## src/logic/switch_macros.svh

```systemverilog
// ----------------------------------------------------------------------
// switch sizing
// port, priority, beat and buffer slot dimensions shared by all blocks
// ----------------------------------------------------------------------
`ifndef SWITCH_MACROS_SVH
`define SWITCH_MACROS_SVH

`define NUM_PORTS     4
`define NUM_PRIO      4
`define DATA_W        32
`define MAX_BEATS     8
`define NUM_SLOTS     16
`define IN_FIFO_DEPTH 16

`define PORT_W        2     // log2 NUM_PORTS
`define PRIO_W        2     // log2 NUM_PRIO
`define SLOT_W        4     // log2 NUM_SLOTS
`define BEAT_W        3     // log2 MAX_BEATS
`define LEN_W         4     // 1..MAX_BEATS
`define ADDR_W        7     // slot and beat index

`endif

```

## src/logic/packet_buffer.sv

```systemverilog
// ----------------------------------------------------------------------
// packet buffer
// shared slot memory, one write and one registered read port
// ----------------------------------------------------------------------
`timescale 1ns/10ps
`include "switch_macros.svh"

module packet_buffer (
    input  logic               clk,
    input  logic               wr_en,
    input  logic [`ADDR_W-1:0] wr_addr,
    input  logic [`DATA_W-1:0] wr_data,
    input  logic               rd_en,
    input  logic [`ADDR_W-1:0] rd_addr,
    output logic [`DATA_W-1:0] rd_data
);
    logic [`DATA_W-1:0] mem [`NUM_SLOTS*`MAX_BEATS];

    always_ff @(posedge clk) begin
        if (wr_en) begin
            mem[wr_addr] <= wr_data;
        end
    end

    always_ff @(posedge clk) begin
        if (rd_en) begin
            rd_data <= mem[rd_addr];    // one cycle read latency
        end
    end

endmodule

```

## config.mk

```make
export PLATFORM = sky130hd
export DESIGN_NAME = packet_buffer
export DESIGN_NICKNAME = d
export VERILOG_FILES = /design/src/logic/packet_buffer.sv
export VERILOG_INCLUDE_DIRS = /design/src /design/src/logic
export SDC_FILE = /design/constraint.sdc
export NUM_CORES = 2
export LEC_CHECK = 0
export ABC_AREA = 0
export BUFFER_PORTS_ARGS = -buffer_cell sky130_fd_sc_hd__buf_4
export CORE_AREA = 3 3 727 729
export CTS_CLUSTER_DIAMETER = 50
export CTS_CLUSTER_SIZE = 14
export DETAILED_ROUTE_END_ITERATION = 7
export DIE_AREA = 0 0 730 732
export HOLD_SLACK_MARGIN = 0.02
export PLACE_DENSITY = 0.54
export SYNTH_ARGS = -nofsm -noshare
export SYNTH_HDL_FRONTEND = slang
export SYNTH_SLANG_ARGS = --single-unit
```

## constraint.sdc

```tcl
create_clock -name clk -period 4.05 [get_ports clk]
set_clock_uncertainty 0.15 [all_clocks]
set_input_delay 0.405 -clock clk [delete_from_list [all_inputs] [get_ports clk]]
set_output_delay 0.405 -clock clk [all_outputs]
set_load 0.01 [all_outputs]
```

Word-level counts from Yosys, hierarchy flattened --
Memory sizes are Yosys's and may differ from the RTL's. A register that Yosys moved wholly into a read port is not among the register bits. Index checks and enable logic that the tools add are counted.
Word-level totals: bits in latches 0, word-level logic and storage cells 3, memory bits (read-only) 0, memories 1, RAM bits 4096, flip-flop bits (word level) 0
Cells by class: bitwise gates (word level) 0, reduce and logical (&&, ||, !) cells 0, multiply operators 0, add/subtract/negate cells 0, divide/modulo/power cells 0, shift-type cells 0, order comparisons 0, mux-type cells 2, equality and inequality tests 0
Memory list:
- mem | words 128, bits a word 32, read ports 1, clocked after Yosys merged registers in 1, write ports 1, line packet_buffer.sv:17 | logic [`DATA_W-1:0] mem [`NUM_SLOTS*`MAX_BEATS];
Operators by type and width (count):
- $mux 1 | 2

Logic depth before layout (Yosys ltp) --
word-level depth 2, mapped depth 8, gate-level depth less buffers 4

Worst setup path after synthesis --
Ideal clock, no wire load.
path kind input -> register, from input port wr_en, to memory mem[98][0] in the netlist's numbering, enable pin, arrival time 3183 ps, setup slack 256 ps, library setup time 461 ps, stages on the path 3, buffers on the path 1, cell sequence clkbuf_1 nand4_1 nor3_1
Between the ends: word-level cells in the longest chain between the ends 2
RTL lines:
- start, declared | line packet_buffer.sv:10 | input logic wr_en,
- $mux 1 | line packet_buffer.sv:20 | if (wr_en) begin
- $mux 1 (implied by the code) | line packet_buffer.sv:21 | mem[wr_addr] <= wr_data;
- end, declared | line packet_buffer.sv:17
No other way between the ends.

Final worst setup path --
from input port wr_addr[6], to memory mem[24][2] in the netlist's numbering, enable pin
RTL lines:
- start, declared | line packet_buffer.sv:11 | input logic [`ADDR_W-1:0] wr_addr,
Straight into the memory's write port.

==> flow_summary.ini <==
[outcome]
outcome = finished, final reports clean

[sta]
fin_crit_sh_pct = 76.0
fin_ws_ns = 0.973
setup_viol = 0
final.min_clock_period_ns = 3.08
hold_ws_ns = 0.0871
setup_tns_ns = 0
hold_violations = 0
slew_violations = 0
rsz0062_at_grt = no
slew_headroom_pct = 8.22
tightest_slew_ns = 1.38
fmax_ghz = 0.325

[placed_design]
dp_hpwl_mm = 256
port_buffers = 80
post-place-ws_ns = 0.0531
place_congestion = 0.781

[critical_path]
crit_buf_inv = 3
critPathMaxFanout = 14
cpMostUsedCell = buf_4
cp.depth = 6
cpLargestDelayFamily = simple AND/OR/NAND/NOR gates
regToRegSetupSlack_ns = 1.12
slowest_delay_ns = 0.90
cp_cell_sequence = dlygate4sd3_1, buf_4, nor2_1, nand3_1, nor2_4, buf_4
rr_worst_depth = 4
r2r-start = mem[112][6]
worstPathArrival_ns = 3.55
required_ns = 4.52
end_kind = flop
r2r-end = rd_data[6]
setup.worst_path.start_class = input pin
worstSetupPathType = in -> reg
slowest_stage = nor2_4

[layout]
finalNetCount = 6674
fill_cells = 47033
synthToLayoutAreaGrowth_pct = 18.6
drive_gt1_share_pct = 38.4

[cts]
cts_setup_buffers = 0
cts_resized = 0
clk_latency_ns = 0.98
clk_pin_slew_ns = 0.06
cts_buffers = 420
cts_sinks = 4128
clk_path_buf_depth = 4
cts-htree-levels = 5
cts_tree = done
cts_root_buf = clkbuf_16
postCtsHoldBufs = 39

[routing]
wl_per_cell_um = 32.3
final_antenna_net_count = 0
drc = 0
drt_iter0_drc = 9702
via_per_inst = 5.17
dr.pass1.iters = 5
wl_mm = 452
vias = 72196

[pwr]
p_seq_share_pct = 50.9
p_sw_mw = 20.0
swShare_pct = 21.5
combPwrFrac_pct = 5.2
power.density_nw_per_um2 = 500
ir_drop_v = 0.000379
p_clk_share_pct = 43.8
p_leak_nw = 56.2
p_int_mw = 73.0

[yosys]
ys_types = 16
async_flop_share_pct = 0
synth_edf_count = 4128
synth_area_um2 = 157000
netlist_top_cells_area = edfxtp_1, mux4_2, clkbuf_1
synth_top_area_share_pct = 79.2
ys_seq_area_share_pct = 79.2
synth-warning-count = 0
ys.flop_type = edfxtp_1
ys_seq_elements = 4128
syn-num-nets = 6039
syn_inst = 5990
yosys.area.top_type = edfxtp_1
avgSynthCellArea_um2 = 26.1
yosys-top-cells-count = edfxtp_1, mux4_2, clkbuf_1, nor2_1, buf_2
yosysMostFrequentCell = edfxtp_1

[run]
maxCapViolations = 0

[floorplan]
ioPinCount = 81
floorplan.initialDensity_pct = 29.9
dieWidth_um = 730
row_count = 266
die_h_um = 732
core-area_um2 = 524000
dieArea_um2 = 534000

[hold_path]
hold_depth = 1
min_from = wr_data[16]
holdPathEnd = mem[89][16]
hp-class = in -> reg

[global_route]
first_global_vias = 73791
grt_start_max_net_pins = 107
overflow = 0
grt_util_all_layers_pct = 16.7
grt_antenna_before_repair = 77
grt_pass1_wl_mm = 622
==> area by class of cell <==
cell class	instances	area [um2]	share of cell area, %
tap	6968	8720	4.69
antenna	49	123	0.0660
timing repair buffer	529	6140	3.31
clock inverter	286	3820	2.06
sequential	4128	124000	66.7
multi-input combinational	1546	32300	17.4
clock buffer	460	10700	5.77
==> worst max-delay path by stage <==
stage / from / endpoint / slack (ns)
6_report: wr_addr[6] / mem[24][2] / 0.97
5_1_grt: wr_addr[5] / mem[31][6] / 0.90
4_1_cts: wr_addr[5] / mem[31][6] / 1.08
3_5_place_dp: rd_addr[0] / rd_data[11] / 0.05
3_3_place_gp: rd_addr[0] / rd_data[2] / 0.03
2_1_floorplan: wr_en / mem[98][0] / 0.26
==> registers in the layout, summed over array words and instances (netlist names) <==
signal,cells
mem,4096
rd_data,32
==> power groups by stage <==
stage	registers, mW	clock network (mW)	logic, mW
floorplan	48.2	0	2.28
global placement	48.3	0	4.82
detailed placement	48.3	0	4.90
CTS	47.4	41.5	4.96
global route	47.3	43.2	5.09
finish	47.3	40.8	4.86
==> cells in the final DEF (no fill, tap or decap), types with 5 or more instances in the layout <==
master / synthesis / routed
buf_12: 0 / 162
buf_4: 3 / 323
bufinv_16: 0 / 70
clkbuf_1: 182 / 37
clkbuf_16: 0 / 423
clkinv_1: 0 / 39
clkinv_16: 0 / 5
clkinv_2: 0 / 49
clkinv_4: 0 / 31
clkinv_8: 0 / 9
clkinvlp_4: 0 / 40
diode_2: 0 / 49
dlygate4sd3_1: 0 / 39
edfxtp_1: 4128 / 4128
inv_16: 0 / 6
inv_6: 0 / 31
inv_8: 0 / 6
mux2_2: 32 / 32
mux4_2: 1344 / 1344
nand2_1: 14 / 11
nand3_1: 12 / 8
nor2_4: 0 / 119
nor2b_1: 7 / 7
nor3_2: 0 / 9
==> stage by stage <==
stage / instance area (um2) / instances / total power [mW] / util, %
2_1_floorplan: 157000 / 5990 / 50.5 / -
3_3_place_gp: 171000 / 13132 / 53.1 / 32.6
3_5_place_dp: 171000 / 13132 / 53.2 / 32.6
4_1_cts: 186000 / 13917 / 93.8 / 35.5
5_1_grt: 186000 / 13954 / 95.6 / 35.5
6_report: 186000 / 13966 / 93.0 / 35.5
==> layer usage <==
metal	track usage [%]	vias to the layer above	share of wire (%)
li1	-	27848	-
met1	22.7	40478	40
met2	27.5	3243	49
met3	2.78	595	7.9
met4	4.93	32	3.1
met5	0	-	0.045
==> cells by family (layout without fill, tap and decap cells) <==
kind of cell  count (synthesis)  after routing  synth area share (%)
buf+inv                     316           1275                 0.837
flops                      4128           4128                  79.2
simple gates                170            170                 0.445
mux                        1376           1376                  19.6
other cells                   0             49                     0
(Power assumes the default switching activity.)
