[config.mk]
export PLATFORM = sky130hd
export DESIGN_NAME = write_arbiter
export DESIGN_NICKNAME = d
export VERILOG_FILES = /design/src/logic/switch_pkg.sv /design/src/logic/write_arbiter.sv
export VERILOG_INCLUDE_DIRS = /design/src /design/src/logic
export SDC_FILE = /design/constraint.sdc
export NUM_CORES = 1
export LEC_CHECK = 0
export ABC_AREA = 1
export BUFFER_PORTS_ARGS = -buffer_cell sky130_fd_sc_hd__buf_2
export CORE_AREA = 2 2 78 80
export CTS_BUF_LIST = sky130_fd_sc_hd__clkbuf_8
export CTS_CLUSTER_DIAMETER = 100
export DETAILED_ROUTE_END_ITERATION = 12
export DIE_AREA = 0 0 80 82
export PLACE_DENSITY_LB_ADDON = 0.05
export SYNTH_ARGS = -nofsm -noshare
export SYNTH_HDL_FRONTEND = slang
export SYNTH_SLANG_ARGS = --single-unit
[constraint.sdc]
create_clock -name clk -period 2.3 [get_ports clk]
set_input_delay 0.46 -clock clk [delete_from_list [all_inputs] [get_ports clk]]
set_output_delay 0.46 -clock clk [all_outputs]
set_load 0.02 [all_outputs]
[src/logic/switch_macros.svh]
// ----------------------------------------------------------------------
// switch sizing
// port, priority, beat and buffer slot dimensions shared by all blocks
// ----------------------------------------------------------------------
`ifndef SWITCH_MACROS_SVH
`define SWITCH_MACROS_SVH

`define NUM_PORTS     4
`define NUM_PRIO      4
`define DATA_W        32
`define MAX_BEATS     8
`define NUM_SLOTS     16
`define IN_FIFO_DEPTH 16

`define PORT_W        2     // log2 NUM_PORTS
`define PRIO_W        2     // log2 NUM_PRIO
`define SLOT_W        4     // log2 NUM_SLOTS
`define BEAT_W        3     // log2 MAX_BEATS
`define LEN_W         4     // 1..MAX_BEATS
`define ADDR_W        7     // slot and beat index

`endif

[src/logic/switch_pkg.sv]
// ----------------------------------------------------------------------
// switch types
// beat on the wire, stored packet descriptor, scheduler settings
// ----------------------------------------------------------------------
`include "switch_macros.svh"

package switch_pkg;

    typedef struct packed {
        logic               sop;
        logic               eop;
        logic [`DATA_W-1:0] data;
    } beat_t;

    typedef struct packed {
        logic [`SLOT_W-1:0] slot;
        logic [`LEN_W-1:0]  len;    // beats, header included
        logic [`PORT_W-1:0] port;
        logic [`PRIO_W-1:0] prio;
    } pkt_desc_t;

    typedef struct packed {
        logic                       mode;   // 0 strict priority, 1 wrr
        logic [`NUM_PRIO-1:0][3:0]  weight;
    } sched_cfg_t;

endpackage

[src/logic/write_arbiter.sv]
// ----------------------------------------------------------------------
// write arbiter
// round-robin over ingress fifos holding a whole packet, copies the
// packet into a free buffer slot and posts its descriptor
// ----------------------------------------------------------------------
`timescale 1ns/10ps
`include "switch_macros.svh"

module write_arbiter
    import switch_pkg::*;
(
    input  logic                        clk,
    input  logic                        reset,
    input  logic [`NUM_PORTS-1:0]       pkt_avail,
    input  beat_t [`NUM_PORTS-1:0]      heads,
    output logic [`NUM_PORTS-1:0]       pop,
    input  logic                        slot_avail,
    input  logic [`SLOT_W-1:0]          free_slot,
    output logic                        wr_en,
    output logic [`ADDR_W-1:0]          wr_addr,
    output logic [`DATA_W-1:0]          wr_data,
    output logic                        desc_push,
    output pkt_desc_t                   desc
);
    logic               busy;
    logic [`PORT_W-1:0] cur;        // port being copied, also rr pointer
    logic [`SLOT_W-1:0] slot;
    logic [`BEAT_W-1:0] idx;
    logic [`PORT_W-1:0] hdr_dst;
    logic [`PRIO_W-1:0] hdr_prio;
    logic               grant;
    logic [`PORT_W-1:0] next;
    logic [`PORT_W-1:0] cand;
    beat_t              beat;
    logic [`PORT_W-1:0] dst;
    logic [`PRIO_W-1:0] prio;

    // nearest port after cur wins, cur itself last
    always_comb begin
        grant = 1'b0;
        next  = cur;
        for (int i = `NUM_PORTS; i >= 1; i--) begin
            cand = cur + i[`PORT_W-1:0];
            if (pkt_avail[cand]) begin
                grant = 1'b1;
                next  = cand;
            end
        end
        if (busy || !slot_avail) begin
            grant = 1'b0;
        end
    end

    assign beat      = heads[cur];
    assign dst       = beat.sop ? beat.data[1:0] : hdr_dst;
    assign prio      = beat.sop ? beat.data[3:2] : hdr_prio;
    assign pop       = {{(`NUM_PORTS-1){1'b0}}, busy} << cur;
    assign wr_en     = busy;
    assign wr_addr   = {slot, idx};
    assign wr_data   = beat.data;
    assign desc_push = busy && beat.eop;
    assign desc      = '{slot: slot, len: {1'b0, idx} + 4'd1, port: dst, prio: prio};

    always_ff @(posedge clk) begin
        if (reset) begin
            busy <= 1'b0;
            cur  <= '0;
            idx  <= '0;
        end else if (grant) begin
            busy <= 1'b1;
            cur  <= next;
            slot <= free_slot;  // held until eop, taken from free list then
            idx  <= '0;
        end else if (busy) begin
            idx      <= idx + 1'b1;
            hdr_dst  <= dst;
            hdr_prio <= prio;
            if (beat.eop) begin
                busy <= 1'b0;   // idle cycle before next grant
            end
        end
    end

endmodule

Yosys cells after proc, flatten, opt, wreduce, memory -nomap -nowiden
Cells that the tools add are included.
- $lt $le $gt $ge: 4
- bitwise operators: 2
- shifts and indexed selects: 1
- mux-type cells: 23
- reductions and logical operators: 8
- add/subtract/negate cells: 5
- operators by type and width (kind ; number):
    34-bit binary-select mux with 2-bit select ; 1
    34-bit 2-to-1 mux ; 1
    2-bit by 3-bit < comparator with 1-bit output, second input constant ; 4
    1-bit 2-to-1 mux ; 12
    2-bit 2-to-1 mux ; 5
    1-bit binary-select mux with 2-bit select ; 4
    2-bit adder, second input constant ; 2
    3-bit by 1-bit adder with 4-bit output, second input constant ; 1
    2-bit AND reduction ; 2
    1-bit by 2-bit << shifter with 4-bit output ; 1
    3-bit by 1-bit adder with 3-bit output, second input constant ; 1
    3-bit AND reduction ; 1
    3-bit nonzero test ; 1
    2-bit by 1-bit adder with 2-bit output, second input constant ; 1
    1-bit NOT ; 2
    2-bit OR reduction ; 1
    1-bit logical AND ; 1
    1-bit zero test ; 1
    1-bit logical OR ; 1
- bits of input ports: 147
- bits in registers: 14

Longest topological paths before layout
- depth after elaboration: 9
- gate-level depth with buffers: 12
- gate-level depth less buffers: 11

Least setup slack after synthesis
OpenSTA, ideal clock, no wires.
- path type: register -> output
- from: register cur[0]
- to: output port desc[0] in the netlist's numbering
- stages on the path, launching flop included: 8
- data arrival time: 1.576 ns
- path slack: 0.264 ns
- path buffers: 2
- required time: 1.840 ns
- path through: dfxtp_1 -> buf_6 -> inv_4 -> buf_6 -> o21ai_0 -> o21ai_0 -> nand2_1 -> o21ai_0
- RTL lines (what ; line ; RTL):
    start: declaration ; write_arbiter.sv:26 ; logic [`PORT_W-1:0] cur;
    start signal: assignment ; write_arbiter.sv:71 ; cur <= next;
    end: declaration ; write_arbiter.sv:23 ; output pkt_desc_t desc

==> results.py <==
metrics = {
    "timing": {
        "hold_viol": 0,
        "tightest_slew_ps": 377,
        "maxSlewViolCount": 0,
        "fin_ws_ps": 101,
        "rsz0062_at_grt": "yes",
        "fin_crit_sh_pct": 95.6,
        "finalSetupViolCount": 0,
        "fmax_mhz": 455,
        "skew_ps": 1.41,
        "whs_ps": 398,
        "slew_headroom_pct": 74.8,
        "final.min_clock_period_ps": 2200,
    },
    "detailed_routing": {
        "viasPerCell": 4.93,
        "first_iter_violations": 116,
        "ant_nets": 0,
        "drc": 0,
        "drt_first_pass_iters": 4,
        "totalWireLength_um": 7700,
        "vias": 2695,
        "wire_per_inst_um": 14.1,
    },
    "floorplan": {
        "core_area_sq_mm": 0.00575,
        "fp.dieH_um": 82,
        "start_util_pct": 30.9,
        "die_w_um": 80,
        "ioPinCount": 204,
        "die-area_sq_mm": 0.00656,
        "row_count": 28,
    },
    "finish": {
        "layout-drive-gt1-share_pct": 50.4,
        "antenna-diode-count": 0,
        "areaGrowthSynthToFinish_pct": 61.5,
        "utilization_pct": 49.9,
        "nNetsFinal": 621,
    },
    "synthesis": {
        "synth.cell_area_sq_mm": 0.00178,
        "synth_cell_type_count": 31,
        "synth.top_cell.area_share_pct": 14.4,
        "synth_common_cells": "68 x nor2_1, 46 x nand2_1, 33 x a22oi_1",
        "synthArstFlopShare_pct": 0,
        "syn-instance-count": 279,
        "ys_ff_latch": 14,
        "synth_edf_count": 8,
        "synth_top_area_cell": "nor2_1",
        "synth-seq-area-share_pct": 20.3,
        "yosysWarnings": 0,
        "synth_ff_type": "edfxtp_1",
        "yosysMostFrequentCell": "nor2_1",
        "syn_nets": 427,
        "syn_area_per_cell_sq_um": 6.36,
        "synth.area.top_cells": "nor2_1 14%, a22oi_1 14%, edfxtp_1 14%",
    },
    "critical_path": {
        "critPathKind": "flop to primary output",
        "crit_path_end_kind": "primary output",
        "cp.required_ps": 1840,
        "crit_path_start_kind": "flop",
        "slowest_stage": "dfxtp_2",
        "cp_max_fo": 12,
        "crit_arrival_ps": 1740,
        "cp_cell_sequence": "inv_4 > nand2_1 > inv_2 > a22oi_2 > o31ai_4 > o21ai_0 > buf_2",
        "crit_path_max_incr_delay_ps": 400,
    },
    "global_routing": {
        "track_usage_pct": 21.8,
        "grt_max_degree": 26,
        "grt_pass1_vias": 2454,
        "antenna_found_initial": 0,
        "grt_first_pass_wirelength_um": 11500,
        "overflow": 0,
    },
    "place": {
        "port_buffers": 203,
        "hpwl_um": 6220,
        "pre_cts_ws_ps": 286,
        "gp_congestion": 0.856,
    },
    "clocking": {
        "clk_latency_ps": 240,
        "clk_pin_slew_ps": 60,
        "htreeDepth": 1,
        "clk_path_buf_depth": 2,
        "cts_hold_buffers": 0,
        "cts_sinks": 14,
        "post_cts_buffers": 0,
        "numCtsBuffers": 3,
        "cts_tree": "built",
        "ctsResizeCount": 0,
        "clockRootBuffer": "clkbuf_8",
    },
    "power_and_ir_drop": {
        "power.density_mw_per_mm2": 1060,
        "leakagePower_nw": 1.56,
        "max-vdd-ir-drop_v": 0.000455,
        "fin_total_pwr_mw": 3.05,
    },
    "outcome": {
        "status": "completed",
    },
    "run": {
        "drv_cap": 0,
    },
    "hold_path": {
        "worstHoldPathType": "input pin to flop",
    },
}
sequential cells by signal, indices dropped and copies added (netlist names):
name,flops
idx,3
hdr_prio,2
wr_en,1
hdr_dst,2
cur,2
slot,4
power breakdown:
group          leakage (nW)  total [mW]  switching [mW]  internal, mW
registers             0.123       0.365          0.0420         0.323
logic                  1.41        2.45            1.61         0.843
clock network        0.0288       0.234          0.0826         0.151
per-layer routing:
metal | vias up | GRT usage, % | share of wire [%]
li1 | 1350 | - | -
met1 | 1207 | 27.0 | 42
met2 | 132 | 40.3 | 49
met3 | 6 | 3.41 | 8.0
met4 | 0 | 3.39 | 0.96
met5 | - | 0 | 0
critical path: cells and delay by family (launching register included):
kind,cells,cell delay (ps)
DFF,1,400
and+or+nand+nor,1,80
AOI/OAI and AO/OA,3,600
buffers and inverters,3,400
cells in the final DEF (no fill, tap or decap), drive strengths merged:
cell type,synthesis,routed
buf,18,212
nor2,70,70
nand2,53,53
a22oi,34,34
o21ai,31,31
o31ai,22,22
inv,18,18
edfxtp,8,8
dfxtp,6,6
nand3,5,5
clkbuf,5,4
a21oi,3,3
xor2,1,1
clkinv,1,1
nor3,1,1
and2,1,1
nand4,1,1
ha,1,1
cells by family (layout without fill, tap and decap cells):
group,count (synthesis),count (layout),share of synthesized area (%)
fa+ha+maj,1,1,0.705
flops,14,14,20.3
simple gates,131,131,30.5
compound gates,90,90,35.2
xor+xnor,1,1,0.493
buf+inv,42,235,12.8
worst paths after layout:
check | start | to | slack [ps] | depth (start not counted)
max | cur[0]$_SDFFE_PP0P_ | desc[2] | 100 | 7
min | free_slot[1] | slot[1]$_DFFE_PP_ | 400 | 1
max reg2reg | cur[1]$_SDFFE_PP0P_ | slot[3]$_DFFE_PP_ | 300 | 9
min reg2reg | idx[1]$_SDFFE_PP0P_ | idx[1]$_SDFFE_PP0P_ | 510 | 2
through the flow:
stage                     instance area (sq um)  TNS, ps  std cells
after floorplan                            1780        0        279
after global placement                     2800        0        543
after detailed placement                   2800        0        543
after CTS                                  2860        0        547
after global routing                       2870    -41.7        547
final                                      2870        0        547
final cells by class:
type	count	area, sq um
Clock buffer	4	55.1
Timing Repair Buffer	212	1090
Sequential cell	14	362
Multi-Input combinational cell	223	1190
Fill cell	655	2880
Inverter	19	76.3
Tap cell	75	93.8
(Power assumes the default switching activity.)
