<file path="src/logic/switch_macros.svh">
// ----------------------------------------------------------------------
// switch sizing
// port, priority, beat and buffer slot dimensions shared by all blocks
// ----------------------------------------------------------------------
`ifndef SWITCH_MACROS_SVH
`define SWITCH_MACROS_SVH

`define NUM_PORTS     4
`define NUM_PRIO      4
`define DATA_W        32
`define MAX_BEATS     8
`define NUM_SLOTS     16
`define IN_FIFO_DEPTH 16

`define PORT_W        2     // log2 NUM_PORTS
`define PRIO_W        2     // log2 NUM_PRIO
`define SLOT_W        4     // log2 NUM_SLOTS
`define BEAT_W        3     // log2 MAX_BEATS
`define LEN_W         4     // 1..MAX_BEATS
`define ADDR_W        7     // slot and beat index

`endif

</file>
<file path="src/logic/switch_pkg.sv">
// ----------------------------------------------------------------------
// switch types
// beat on the wire, stored packet descriptor, scheduler settings
// ----------------------------------------------------------------------
`include "switch_macros.svh"

package switch_pkg;

    typedef struct packed {
        logic               sop;
        logic               eop;
        logic [`DATA_W-1:0] data;
    } beat_t;

    typedef struct packed {
        logic [`SLOT_W-1:0] slot;
        logic [`LEN_W-1:0]  len;    // beats, header included
        logic [`PORT_W-1:0] port;
        logic [`PRIO_W-1:0] prio;
    } pkt_desc_t;

    typedef struct packed {
        logic                       mode;   // 0 strict priority, 1 wrr
        logic [`NUM_PRIO-1:0][3:0]  weight;
    } sched_cfg_t;

endpackage

</file>
<file path="src/logic/sync_fifo.sv">
// ----------------------------------------------------------------------
// synchronous fifo
// circular buffer of any packed entry type, optional complete-packet
// count for ingress use
// ----------------------------------------------------------------------
`timescale 1ns/10ps
`include "switch_macros.svh"

module sync_fifo
    import switch_pkg::*;
#(
    parameter type entry_t    = beat_t,
    parameter int  DEPTH      = `IN_FIFO_DEPTH,
    parameter bit  COUNT_PKTS = 1'b0
) (
    input  logic                   clk,
    input  logic                   reset,
    input  logic                   push,
    input  entry_t                 push_data,
    input  logic                   pop,
    output entry_t                 head,
    output logic                   not_empty,
    output logic [$clog2(DEPTH):0] free_count,
    output logic                   pkt_avail
);
    localparam int PTR_W = $clog2(DEPTH);

    entry_t           mem [DEPTH];
    logic [PTR_W-1:0] wr_ptr;
    logic [PTR_W-1:0] rd_ptr;
    logic [PTR_W:0]   count;

    assign head       = mem[rd_ptr];
    assign not_empty  = (count != '0);
    assign free_count = (PTR_W+1)'(DEPTH) - count;

    always_ff @(posedge clk) begin
        if (push) begin
            mem[wr_ptr] <= push_data;
        end
    end

    always_ff @(posedge clk) begin
        if (reset) begin
            wr_ptr <= '0;
            rd_ptr <= '0;
            count  <= '0;
        end else begin
            if (push) begin
                wr_ptr <= wr_ptr + 1'b1;    // depth is a power of two
            end
            if (pop) begin
                rd_ptr <= rd_ptr + 1'b1;
            end
            count <= count + {{PTR_W{1'b0}}, push} - {{PTR_W{1'b0}}, pop};
        end
    end

    generate
        if (COUNT_PKTS) begin : g_pkt_cnt
            logic [PTR_W:0] eop_cnt;    // packets fully inside
            logic           eop_in;
            logic           eop_out;

            assign eop_in    = push && push_data.eop;
            assign eop_out   = pop && head.eop;
            assign pkt_avail = (eop_cnt != '0);

            always_ff @(posedge clk) begin
                if (reset) begin
                    eop_cnt <= '0;
                end else begin
                    eop_cnt <= eop_cnt + {{PTR_W{1'b0}}, eop_in} - {{PTR_W{1'b0}}, eop_out};
                end
            end
        end else begin : g_no_cnt
            assign pkt_avail = 1'b0;
        end
    endgenerate

endmodule

</file>
<file path="config.mk">
export PLATFORM = sky130hd
export DESIGN_NAME = sync_fifo
export DESIGN_NICKNAME = d
export VERILOG_FILES = /design/src/logic/switch_pkg.sv /design/src/logic/sync_fifo.sv
export VERILOG_INCLUDE_DIRS = /design/src /design/src/logic
export SDC_FILE = /design/constraint.sdc
export NUM_CORES = 1
export LEC_CHECK = 0
export BUFFER_PORTS_ARGS = -buffer_cell sky130_fd_sc_hd__buf_2
export CAP_MARGIN = 40
export CORE_AREA = 4 4 212 214
export CTS_CLUSTER_DIAMETER = 150
export DETAILED_ROUTE_END_ITERATION = 10
export DIE_AREA = 0 0 216 218
export GPL_ROUTABILITY_DRIVEN = 1
export PLACE_DENSITY_LB_ADDON = 0.12
export SKIP_LAST_GASP = 1
export SLEW_MARGIN = 20
export SYNTH_ARGS = -nofsm -noshare
export SYNTH_HDL_FRONTEND = slang
export SYNTH_SLANG_ARGS = --single-unit
</file>
<file path="constraint.sdc">
create_clock -name clk -period 3.1 [get_ports clk]
set_input_delay 0.62 -clock clk [delete_from_list [all_inputs] [get_ports clk]]
set_output_delay 0.62 -clock clk [all_outputs]
set_load 0.005 [all_outputs]
</file>
# Yosys cells after proc, flatten, opt, wreduce, memory -nomap -nowiden
# Memory sizes are Yosys's and may differ from the RTL's. A register that Yosys moved wholly into a read port is not among the register bits.
# Cells that the tools add are included.
dict set report totals {
  mem_count 1
  inputBits 38
  out_inout_bits 41
  romBits 0
  latchBits 0
  reg_bits 13
  mem_bits_rw 544
  elab_cells 14
}
dict set report op_classes {
  eq_ne 0
  multipliers 0
  bitwise 0
  div 0
  n_mux 4
  shift 0
  order_cmp 0
  addsub 5
  reduce_logical 1
}
# memory words width rd rd_ports_with_merged_regs wr line_no
set mem_list {}
lappend mem_list {mem 16 34 1 1 1 sync_fifo.sv:28} ;# entry_t mem [DEPTH];
# op n
set ops {}
lappend ops {{4-bit by 1-bit adder with 4-bit output (second input constant)} 2}
lappend ops {{4-bit 2-to-1 mux} 2}
lappend ops {{5-bit by 1-bit adder with 5-bit output} 1}
lappend ops {{5-bit nonzero test} 1}
lappend ops {{5-bit by 1-bit subtractor with 5-bit output} 1}
lappend ops {{5-bit subtractor (first input constant)} 1}
lappend ops {{1-bit 2-to-1 mux} 2}

# Depth between registers and ports, before layout
dict set report logic_depth {
  word_depth 3
  depth_mapped 10
  mapped_depth_nobuf 10
}

# Worst setup path before layout
# OpenSTA, ideal clock, no wires.
dict set report synth_path {
  path_kind {input port to flip-flop}
  start {input port push}
  end {memory mem[0][0] (netlist bit) (enable)}
  path_stages 3
  arrival_ns 2.032
  path_buffers 1
  slack_ns 0.674
  setup_ns 0.394
  required_time_ns 2.706
  cell_sequence {clkbuf_1 > nor3b_1 > and2_1}
}
dict set report synth_via {
  elab_chain_len 2
}
# element line_no
set synth_lines {}
lappend synth_lines {{from (decl)} sync_fifo.sv:18} ;# input logic push,
lappend synth_lines {{1-bit 2-to-1 mux} sync_fifo.sv:38} ;# if (push) begin
lappend synth_lines {{1-bit 2-to-1 mux (implied by the code)} sync_fifo.sv:39} ;# mem[wr_ptr] <= push_data;
lappend synth_lines {{to (decl)} sync_fifo.sv:28}
# Every way passes these cells.

==> out/metrics.yaml <==
status: "complete, no violations"
core.rowCount: 76
cts.sinks: 561
port_buffers: 77
finalMaxSlewViolations: 0
nNetsFinal: 1123
first_pass_iters: 7
m1WireLength_um: 20420
clock_path_buffers: 3
die_y_um: 218
finalSetupViolCount: 0
dr_wl_met2_um: 22470
vdd_drop_max_v: 0.0005161
syn_area_per_cell_um2: 22.62
power.switching_mw: 3.435
grtUsageTotal_pct: 19.33
slew_headroom_pct: 63.52
h-tree-depth: 2
synth-seq-cells: 561
start_util_pct: 49.58
synth_edf_count: 544
skew_ns: 0.009975
antenna_left: 0
whs_ns: 0.3938
fmax_mhz: 333.4
async_flop_share_pct: 0
crit_path_end_kind: "primary output"
numCtsBuffers: 56
pre_cts_slack_ns: 0.6235
syn_area_mm2: 0.02126
clk_latency_ns: 0.58
drive_above_1_share_pct: 32.31
cp.arrival_ns: 2.38
setup_slack_ns: 0.1003
avgViaCountPerCell: 5.753
p_sw_share_pct: 20.92
rsz0062_at_grt: "true"
vias: 9762
gp_congestion: 0.6723
cts_hold_buf: 0
path_cells: "buf_12 -> clkbuf_16 -> mux4_2 -> a22oi_1 -> nand2_1 -> buf_2"
clkTransAtPathRegs_ns: 0.06
critPathBufInv: 3
grt_pass1_vias: 10262
hold_viol: 0
drv_cap: 0
worst-path-max-fanout: 21
routed_wl_um: 46250
max_stage_delay_ns: 0.53
crit_end: "head[28]"
required_ns: 2.48
pwr-share-seq_pct: 51.7
avgRoutedWirePerCell_um: 27.26
dr.max_layer_used: "met5"
worstReg2RegStart: "count[0]$_SDFF_PP0_"
min_period_ns: 3.000
combPwrFrac_pct: 8.6
r2r_cells: 10
synth_ff_type: "edfxtp_1"
p_leak_nw: 7.908
p_int_mw: 12.99
startpoint_type: "register"
hp-class: "primary input to register"
critical_path.slowest_cell: "mux4_2"
synth_warnings: 0
synthCells: 940
tritoncts: "done"
rrSetupSlack_ns: 1.15
yosysSeqAreaShare_pct: 78.42
route.detailed.drc: 0
clockPowerShare_pct: 39.7
place_hpwl_um: 22640
root_buffer: "clkbuf_16"
die_x_um: 216
power_density_mw_per_mm2: 662.2
grt_pass1_wl_um: 66590
die_area_mm2: 0.04709
wl_met3_um: 2740
cp.depth: 6
cp_top_family: "buffers and inverters"
grt_antenna_before_repair: 2
reg2reg_to: "count[4]$_SDFF_PP0_"
grt_overflow: 0
num_io_pins: 79
worst_slew_pin_slew_ns: 0.5471
critPathKind: "register to primary output"
synthToLayoutAreaGrowth_pct: 16.61
ys_types: 26
timing.final.crit_share_pct: 96.76
drt_iter0_markers: 842
grt_max_degree: 91
core_mm2: 0.04289
hp-start: "reset"
p_total_mw: 16.42
mappedNetlistNets: 993
## power by group through the flow
stage | Combinational [mW] | Sequential (mW) | Clock [mW]
3_3_place_gp | 1.33 | 8.65 | 0
2_1_floorplan | 0.882 | 8.64 | 0
4_1_cts | 1.34 | 8.50 | 6.67
5_1_grt | 1.56 | 8.50 | 7.03
3_5_place_dp | 1.34 | 8.65 | 0
6_report | 1.41 | 8.50 | 6.51
## cell usage after synthesis, types with 4 or more instances
| cell | number | area share [%] |
|---|---|---|
| a22oi_1 | 68 | 2.4 |
| and2_1 | 18 | 0.53 |
| buf_2 | 16 | 0.38 |
| buf_6 | 5 | 0.26 |
| clkbuf_1 | 24 | 0.42 |
| dfxtp_1 | 17 | 1.6 |
| edfxtp_1 | 544 | 77 |
| ha_1 | 14 | 0.82 |
| inv_1 | 13 | 0.23 |
| mux4_2 | 136 | 14 |
| nand2_1 | 37 | 0.65 |
| nor2_1 | 15 | 0.26 |
| nor2b_1 | 4 | 0.12 |
| xnor2_1 | 7 | 0.29 |
| xor2_1 | 5 | 0.21 |
## area by class of cell
class,count,area [um2]
Multi-Input combinational cell,317,4359
Clock inverter,31,296.5
Antenna cell,1,2.502
Fill cell,3134,18090
Timing Repair Buffer,121,1206
Inverter,13,48.80
Sequential cell,561,16680
Clock buffer,68,1468
Tap cell,585,732.0
## worst register-to-register path: cells and delay by family, from the launching register on
kind                     cells  cell delay (ns)
flip-flops                   1             0.34
buffers and inverters        3             0.18
AO/OA/AOI/OAI                2             0.27
XOR/XNOR                     1             0.15
AND/OR/NAND/NOR              1             0.06
adder cells (fa/ha/maj)      3             0.84
## cell usage in the layout, fill, tap and decap left out, types with 13 or more instances in the layout
master / instances
a22oi_1: 63
nor2_1: 14
clkbuf_16: 64
buf_12: 23
nand2_1: 37
edfxtp_1: 544
mux4_2: 136
ha_1: 14
clkinv_1: 13
dfxtp_1: 15
inv_1: 13
and2_2: 17
buf_2: 77
## metrics by stage
stage          utilization (%)  instances  TNS (ns)  area [um2]
2_1_floorplan                -        940         0       21260
3_3_place_gp             53.02       1585         0       22740
3_5_place_dp             53.02       1585         0       22740
4_1_cts                  57.13       1684  -0.01427       24500
5_1_grt                  57.81       1696  -0.05807       24790
6_report                 57.82       1697         0       24800
## how the worst min path moves through the flow
stage | endpoint | slack (ns) | cells past startpoint
floorplan | register | 0.48 | 2
global placement | register | 0.52 | 2
detailed placement | register | 0.52 | 2
CTS | wr_ptr[3]$_SDFFE_PP0P_ | 0.36 | 2
global route | count[2]$_SDFF_PP0_ | 0.37 | 2
finish | wr_ptr[3]$_SDFFE_PP0P_ | 0.39 | 2
## registers in the layout, indices dropped and copies added (netlist names), named ones only
name / cells
count: 5
mem: 544
rd_ptr: 4
wr_ptr: 4
## layer usage
metal | vias to the layer above | GRT usage (%)
met5 | - | 0
li1 | 4209 | -
met3 | 58 | 4.096
met4 | 4 | 3.286
met1 | 5228 | 27.86
met2 | 263 | 31.57
## what timing repair did
action / 4_1_cts / 5_1_grt
resized for setup: 0 / 9
endpoints found under the hold margin: 0 / 0
setup endpoints to repair: 2 / 27
setup buffers: 0 / 5
pin swaps: 0 / 1
gates cloned: 0 / 7
## kinds of logic after synthesis
| logic type | count (synthesis) | share of synthesized area [%] |
|---|---|---|
| AOI/OAI and AO/OA | 72 | 2.518 |
| xor gates and xnor gates | 12 | 0.4943 |
| adders and majority gates | 15 | 0.9179 |
| buffers and inverters | 62 | 1.400 |
| DFF | 561 | 78.42 |
| muxes | 138 | 14.50 |
| other | 1 | 0.01764 |
| and+or+nand+nor | 79 | 1.730 |
No activity file was read; power rests on OpenSTA's default activity.
