==> config.mk <==
export PLATFORM = sky130hd
export DESIGN_NAME = sched_config
export DESIGN_NICKNAME = d
export VERILOG_FILES = /design/src/logic/switch_pkg.sv /design/src/logic/sched_config.sv
export VERILOG_INCLUDE_DIRS = /design/src /design/src/logic
export SDC_FILE = /design/constraint.sdc
export NUM_CORES = 1
export LEC_CHECK = 0
export ABC_AREA = 1
export BUFFER_PORTS_ARGS = -buffer_cell sky130_fd_sc_hd__buf_2
export CORE_UTILIZATION = 41
export CTS_BUF_LIST = sky130_fd_sc_hd__clkbuf_8
export DETAILED_ROUTE_END_ITERATION = 12
export PLACE_DENSITY = 0.76
export SYNTH_ARGS = -nofsm -noshare
export SYNTH_HDL_FRONTEND = slang
export SYNTH_SLANG_ARGS = --single-unit
==> constraint.sdc <==
create_clock -name clk -period 2.2 [get_ports clk]
set_clock_uncertainty 0.1 [all_clocks]
set_input_delay 0.22 -clock clk [delete_from_list [all_inputs] [get_ports clk]]
set_output_delay 0.22 -clock clk [all_outputs]
set_load 0.02 [all_outputs]
==> src/logic/switch_macros.svh <==
// ----------------------------------------------------------------------
// switch sizing
// port, priority, beat and buffer slot dimensions shared by all blocks
// ----------------------------------------------------------------------
`ifndef SWITCH_MACROS_SVH
`define SWITCH_MACROS_SVH

`define NUM_PORTS     4
`define NUM_PRIO      4
`define DATA_W        32
`define MAX_BEATS     8
`define NUM_SLOTS     16
`define IN_FIFO_DEPTH 16

`define PORT_W        2     // log2 NUM_PORTS
`define PRIO_W        2     // log2 NUM_PRIO
`define SLOT_W        4     // log2 NUM_SLOTS
`define BEAT_W        3     // log2 MAX_BEATS
`define LEN_W         4     // 1..MAX_BEATS
`define ADDR_W        7     // slot and beat index

`endif

==> src/logic/switch_pkg.sv <==
// ----------------------------------------------------------------------
// switch types
// beat on the wire, stored packet descriptor, scheduler settings
// ----------------------------------------------------------------------
`include "switch_macros.svh"

package switch_pkg;

    typedef struct packed {
        logic               sop;
        logic               eop;
        logic [`DATA_W-1:0] data;
    } beat_t;

    typedef struct packed {
        logic [`SLOT_W-1:0] slot;
        logic [`LEN_W-1:0]  len;    // beats, header included
        logic [`PORT_W-1:0] port;
        logic [`PRIO_W-1:0] prio;
    } pkt_desc_t;

    typedef struct packed {
        logic                       mode;   // 0 strict priority, 1 wrr
        logic [`NUM_PRIO-1:0][3:0]  weight;
    } sched_cfg_t;

endpackage

==> src/logic/sched_config.sv <==
// ----------------------------------------------------------------------
// scheduler config
// mode bit at address 0, wrr weights for priorities 0..3 at 1..4
// ----------------------------------------------------------------------
`timescale 1ns/10ps
`include "switch_macros.svh"

module sched_config
    import switch_pkg::*;
(
    input  logic       clk,
    input  logic       reset,
    input  logic       cfg_wr,
    input  logic [2:0] cfg_addr,
    input  logic [3:0] cfg_data,
    output sched_cfg_t cfg
);
    logic [2:0] widx;

    assign widx = cfg_addr - 3'd1;

    always_ff @(posedge clk) begin
        if (reset) begin
            cfg <= '{mode: 1'b0, weight: {`NUM_PRIO{4'd1}}};
        end else if (cfg_wr) begin
            if (cfg_addr == 3'd0) begin
                cfg.mode <= cfg_data[0];
            end else if (cfg_addr <= `NUM_PRIO) begin
                cfg.weight[widx[`PRIO_W-1:0]] <= cfg_data;
            end
            // other addresses ignored
        end
    end

endmodule

; ---- Word-level counts from Yosys, hierarchy flattened
; Cells that the tools add are included.
[word_totals]
elab_cells = 17
output_inout_bits = 17
register_bits = 17
[op_classes]
reduce_logical = 4
muxes = 3
n_addsub = 1
magnitude_cmp = 3
n_bitwise = 1
[ops]
columns = cell, n
row1 = $bwmux W16, 1
row2 = $demux W4 S2, 1
row3 = $mux W4, 1
row4 = $le A3 B3 Y1 const B, 1
row5 = $logic_not A3 Y1, 1
row6 = $lt A2 B3 Y1 const B, 1
row7 = $reduce_and A3 Y1, 1
row8 = $ge A2 B1 Y1 const B, 1
row9 = $reduce_and A2 Y1, 1
row10 = $sub A2 B1 Y2 const B, 1
row11 = $logic_and A1 B1 Y1, 1
row12 = $not A1 Y1, 1

; ---- Depth between registers and ports, before layout
; Gate-level depths: netlist of the first run.
[logic_depth]
word_depth = 6
depth_mapped = 5
depth_no_buf = 5

; ---- Worst setup path before layout of the first run
; No wires, ideal clock.
[synth_timing]
path_kind = input to register
startpoint = input cfg_wr
endpoint = register cfg[10] (netlist bit)
cell_stages = 4
path_slack_ns = 1.284
arrival_ns = 0.702
required_time_ns = 1.986
path_buffers = 1
path_cell_list = buf_4 > nand4_2 > nor2_1 > nor2_1
[synth_between]
elab_chain_cells = 1
[synth_lines]
columns = item, line
row1 = start: declaration, sched_config.sv:13  ; input logic cfg_wr,
row2 = $reduce_and A3 Y1 (no line), n/a
row3 = end signal: assignment, sched_config.sv:24  ; cfg <= '{mode: 1'b0, weight: {`NUM_PRIO{4'd1}}};
row4 = end: declaration, sched_config.sv:16  ; output sched_cfg_t cfg
; Every way passes these cells.
; A chain may end at the register's enable or synchronous reset.

; ---- Worst setup path in the final report of the first run
[layout_timing]
startpoint = register cfg[8] (netlist bit)
endpoint = output cfg[8] (netlist bit)
; No word-level cell between the ends.

==> impl_metrics.csv, run 1 <==
group,metric,value,unit
status,outcome,"finished clean",
clocking,cts_made_buffers,3,
timing,fmax,920,MHz
global_routing,met3_usage,5.00,%
floorplan,die_width,44.0,um
floorplan,dieArea,1930,sq um
clocking,worst_skew_pair.late_latency,0.25,ns
yosys,yosys-top-cells-area,"dfxtp_1 (47%), nand2_1 (15%), nor2_1 (9.4%)",
global_routing,met1_usage,22.4,%
finish,drive_gt1_share,26.4,%
drt,antenna_left,0,
finish,fin_area,902,sq um
worst_setup_path,path_delay_family,"flip-flops",
clocking,clk_pin_slew_worst_paths,0.07,ns
timing,setup_slack,1.11,ns
placed_design,io_buffers,26,
yosys,synth_seq_cells,17,
global_routing,grtUsageTotal,16.8,%
worst_setup_path,endpoint_kind,"output port",
global_routing,grt_pass1_wl,2370,um
global_routing,grt_overflow_total,0,
worst_setup_path,path_max_fanout,2,
yosys,seq_area_frac_synth,47.1,%
timing,final_max_slew_viol_count,0,
floorplan,die_h,44.0,um
clocking,cts_resized,0,
floorplan,start_util,45.8,%
clocking,tritoncts,"built",
clocking,post-cts-setup-buffers,0,
yosys,yosysTopAreaCell,"dfxtp_1",
clocking,clock_path_buffers,2,
clocking,ctsHoldBuffers,0,
worst_setup_path,crit_slowest_cell,"dfxtp_1",
drt,drt_iter0_markers,18,
timing,fin_crit,1.09,ns
yosys,synth_flop_cell,"dfxtp_1",
placed_design,routabilityCongestion,0.854,
yosys,ys_async_sr_fraction,0,%
floorplan,fp-row-count,14,
drt,routed_via_density,4.75,
floorplan,io_pins,27,
yosys,synth-edff-count,0,
finish,areaGrowthSynthToFinish,25.0,%
placed_design,pre_cts_slack,1.11,ns
yosys,ys_types,12,
drt,drt-wirelength-per-cell,10.2,um
power_and_ir_drop,p_leak,0.522,nW
timing,worst_pin_slew,0.386,ns
clocking,htreeDepth,1,
clocking,root_buffer,"clkbuf_8",
finish,post-route-util,57.2,%
hold_path,hold_class,"in -> reg",
yosys,synthCells,101,
drt,dr.pass1.iters,6,
yosys,syn_area_per_cell,7.15,sq um
global_routing,busiest_layer,"met2",
worst_setup_path,slowest_delay,0.35,ns
global_routing,antenna_found_initial,0,
finish,reg_top3,"cfg x17",
worst_setup_path,arrival,0.77,ns
yosys,yosysWarnings,0,
placed_design,hpwl,1050,um
timing,rsz0062_at_grt,"false",
timing,setup_violations,0,
yosys,syn_area,722,sq um
yosys,syn_nets,111,
floorplan,core,1580,sq um
yosys,synth.most_common_cell,"nand2_1",
timing,setup_tns,0,ns
yosys,yosys.area.top_type_share,47.1,%
global_routing,grt_max_degree,14,
drt,drc,0,
timing,max_slew_margin,74.2,%
finish,antenna_cells,0,
drt,num_vias,689,
finish,fillers,138,
global_routing,grt_pass1_vias,562,
clocking,clkSinkCount,17,
worst_setup_path,start_kind,"flip-flop",
timing,period_share,49.4,%
worst_setup_path,path_class,"reg -> out",
finish,regMostFlops,"cfg",
finish,fin_nets,140,
placed_design,placed_area,857,sq um
global_routing,grt_util_met2,23.9,%
power_and_ir_drop,irDropWorstVdd,0.392,mV
worst_setup_path,crit_buf_inv,1,
drt,wl,1480,um
timing,hold_viol,0,
run,maxCapViolations,0,
worst_setup_path,required,1.88,ns
power_and_ir_drop,power_density,693,nW/um^2
yosys,ys_top_cells_by_count,"nand2_1 (29), nor2_1 (18), dfxtp_1 (17), inv_1 (15), nand3_1 (6)",
worst_setup_path,path_cells,"buf_2",
finish,largest_reg_flops,17,
==> power breakdown <==
group | switching (mW) | internal [mW] | leakage (nW)
registers | 0.00442 | 0.318 | 0.138
logic | 0.0506 | 0.0235 | 0.357
clock network | 0.105 | 0.124 | 0.0269
total | 0.160 | 0.465 | 0.522
==> per-layer routing <==
layer | up-vias | share of wire, %
met5 | - | 0
met4 | 0 | 1.2
met3 | 4 | 4.7
met2 | 21 | 46
met1 | 298 | 48
li1 | 366 | -
==> cell usage in the layout (no fill, tap or decap) <==
cell,instances
clkbuf_8,3
nor2_4,1
a21oi_1,4
nand2_1,29
inv_1,16
inv_2,1
buf_2,26
nand3_1,6
dfxtp_1,17
nor2_1,18
nand4_2,3
nand4_1,5
==> logic make-up after synthesis <==
family | synth area share [%]
simple gates | 39.7
compound gates | 2.77
flops | 47.1
buf+inv | 10.4
==> per-stage QoR <==
step                      power, mW  instances  hold WS, ns
after floorplan               0.374        101        0.189
after global placement        0.401        141        0.341
after detailed placement      0.403        141        0.344
after CTS                     0.629        145       0.0799
after global routing          0.656        145       0.0869
final                         0.625        145       0.0782
==> path summary, 6_finish.rpt <==
path / cells after the start / slack [ns] / startpoint / endpoint
setup reg to reg: 4 / 1.47 / cfg[11] / cfg[11]
hold reg to reg: 2 / 0.36 / cfg[14] / cfg[14]
hold / removal: 2 / 0.08 / reset / cfg[15]
setup / recovery: 1 / 1.11 / cfg[8] / cfg[8]
==> worst register-to-register path: stages, from the launching register on <==
cell and delay (ns):
dfxtp_1 0.33, inv_1 0.04, nand2_1 0.05, nand2_1 0.05
nor2_1 0.09
==> cell type report <==
cell class,instances,area [sq um],share of cell area (%)
repair buffers,26,130,14.4
multi-input cells,66,307,34.0
inverters,16,60.1,6.66
well taps,16,20.0,2.22
clock buffers,3,41.3,4.58
flip-flops and latches,17,340,37.7
clock inverters,1,3.75,0.416
(Power assumes the default switching activity.)
==> run 2: changes to the inputs <==
PLACE_DENSITY = 0.79   (was 0.76)
clock period = 1 ns   (was 2.2 ns; I/O delays follow)
==> impl_metrics.csv, run 2 (synthesis results as in run 1) <==
group,metric,value,unit
drt,drc,1,
clocking,clk_pin_slew_worst_paths,0.06,ns
finish,antenna_cells,0,
global_routing,grt_overflow_total,0,
clocking,root_buffer,"clkbuf_8",
global_routing,grt_pass1_vias,584,
worst_setup_path,path_class,"reg -> out",
finish,drive_gt1_share,27.8,%
floorplan,die_h,44.0,um
drt,dr.pass1.iters,8,
worst_setup_path,start_kind,"flip-flop",
status,outcome,"finished with violations",
worst_setup_path,crit_buf_inv,1,
drt,num_vias,710,
placed_design,hpwl,1160,um
worst_setup_path,endpoint_kind,"output port",
placed_design,dp.cells,144,
run,maxCapViolations,0,
power_and_ir_drop,finalPower,1.37,mW
floorplan,start_util,45.8,%
power_and_ir_drop,p_comb_share,13.0,%
worst_setup_path,path_max_fanout,2,
drt,drt_iter0_markers,19,
global_routing,grtUsageTotal,18.3,%
global_routing,met3_usage,2.92,%
worst_setup_path,required,0.80,ns
hold_path,hold_class,"in -> reg",
worst_setup_path,arrival,0.76,ns
clocking,post-cts-setup-buffers,0,
worst_setup_path,crit_slowest_cell,"dfxtp_1",
placed_design,routabilityCongestion,0.825,
floorplan,io_pins,27,
worst_setup_path,path_cells,"buf_2",
power_and_ir_drop,p_sw_share,24.7,%
finish,mostFrequentLayoutCells,"nand2_1 (29), buf_2 (26), nor2_1 (18)",
power_and_ir_drop,p_int,1.03,mW
clocking,worst_skew_pair.late_latency,0.24,ns
timing,period_share,95.8,%
global_routing,met1_usage,24.1,%
worst_setup_path,path_delay_family,"flip-flops",
floorplan,die_width,44.0,um
drt,antenna_left,0,
drt,wl,1580,um
timing,hold_viol,0,
timing,max_slew_margin,85.5,%
clocking,cts_made_buffers,3,
finish,final_common_cell,"nand2_1",
global_routing,antenna_found_initial,0,
timing,worst_pin_slew,0.217,ns
timing,rsz0062_at_grt,"false",
drt,drt-wirelength-per-cell,10.6,um
finish,reg_top3,"cfg x17",
floorplan,dieArea,1930,sq um
timing,holdWs,0.0455,ns
timing,fmax,1040,MHz
worst_setup_path,slowest_delay,0.34,ns
power_and_ir_drop,switchingPower,338,uW
power_and_ir_drop,power_density,1470,nW/um^2
timing,setup_violations,0,
clocking,clock_path_buffers,2,
power_and_ir_drop,clkPwrFrac,35.3,%
global_routing,grt_pass1_wl,2570,um
floorplan,core,1580,sq um
clocking,htreeDepth,1,
finish,areaGrowthSynthToFinish,29.5,%
placed_design,io_buffers,26,
global_routing,grt_max_degree,14,
finish,largest_reg_flops,17,
finish,final-instance-count-excl-fill,149,
global_routing,grt_util_met2,27.8,%
finish,regMostFlops,"cfg",
status,violations,"DRC",
global_routing,busiest_layer,"met2",
timing,setup_tns,0,ns
floorplan,fp-row-count,14,
timing,final_max_slew_viol_count,0,
finish,fin_nets,144,
timing,fin_crit,0.958,ns
power_and_ir_drop,p_leak,0.541,nW
clocking,clkSinkCount,17,
power_and_ir_drop,irDropWorstVdd,0.681,mV
clocking,tritoncts,"built",
power_and_ir_drop,seqPwrFrac,51.7,%
drt,routed_via_density,4.77,
==> run 2: changes by cell type in the layout (fill, tap and decap cells not counted) <==
cell	delta
dlygate4sd3_1	+1
buf_4	+3
==> run 2: routing by layer <==
layer | part of all wire, % | wire length (um) | vias up
met3 | 4.1 | 64 | 2
li1 | - | - | 375
met2 | 48 | 753 | 17
met5 | 0 | 0 | -
met1 | 47 | 742 | 316
met4 | 1.2 | 19 | 0
==> run 2: power groups by stage <==
stage          logic (mW)  clock network (mW)  registers, mW
4_1_cts             0.178               0.506          0.709
3_5_place_dp        0.173                   0          0.724
3_3_place_gp        0.168                   0          0.724
6_report            0.178               0.484          0.709
5_1_grt             0.197               0.532          0.711
2_1_floorplan      0.0698                   0          0.752
==> run 2: final timing paths <==
check         startpoint  endpoint  slack [ns]  depth (start not counted)
max               cfg[8]    cfg[8]        0.04                          1
min          cfg_data[0]    cfg[8]        0.05                          3
max reg2reg      cfg[10]   cfg[10]        0.28                          4
min reg2reg      cfg[13]   cfg[13]        0.36                          2
==> run 2: what timing repair did <==
item	in CTS	in global routing
hold buffers	1	0
hold endpoints to repair	4	0
resized for setup	0	0
==> run 2: metrics by stage <==
| step | instance area [sq um] | setup slack (ns) | util, % |
|---|---|---|---|
| 2_1_floorplan | 722 | 0.200 | - |
| 3_5_place_dp | 880 | 0.0550 | 55.8 |
| 6_report | 935 | 0.0416 | 59.3 |
| 4_1_cts | 935 | 0.0315 | 59.3 |
| 3_3_place_gp | 880 | 0.0841 | 55.8 |
| 5_1_grt | 935 | 0.0124 | 59.3 |
==> run 2: area by class of cell <==
| cell class | count | area, sq um |
|---|---|---|
| Multi-Input combinational cell | 66 | 307 |
| Fill cell | 161 | 642 |
| Clock buffer | 3 | 41.3 |
| Sequential cell | 17 | 340 |
| Clock inverter | 1 | 3.75 |
| Inverter | 16 | 60.1 |
| Timing Repair Buffer | 30 | 163 |
| Tap cell | 16 | 20.0 |
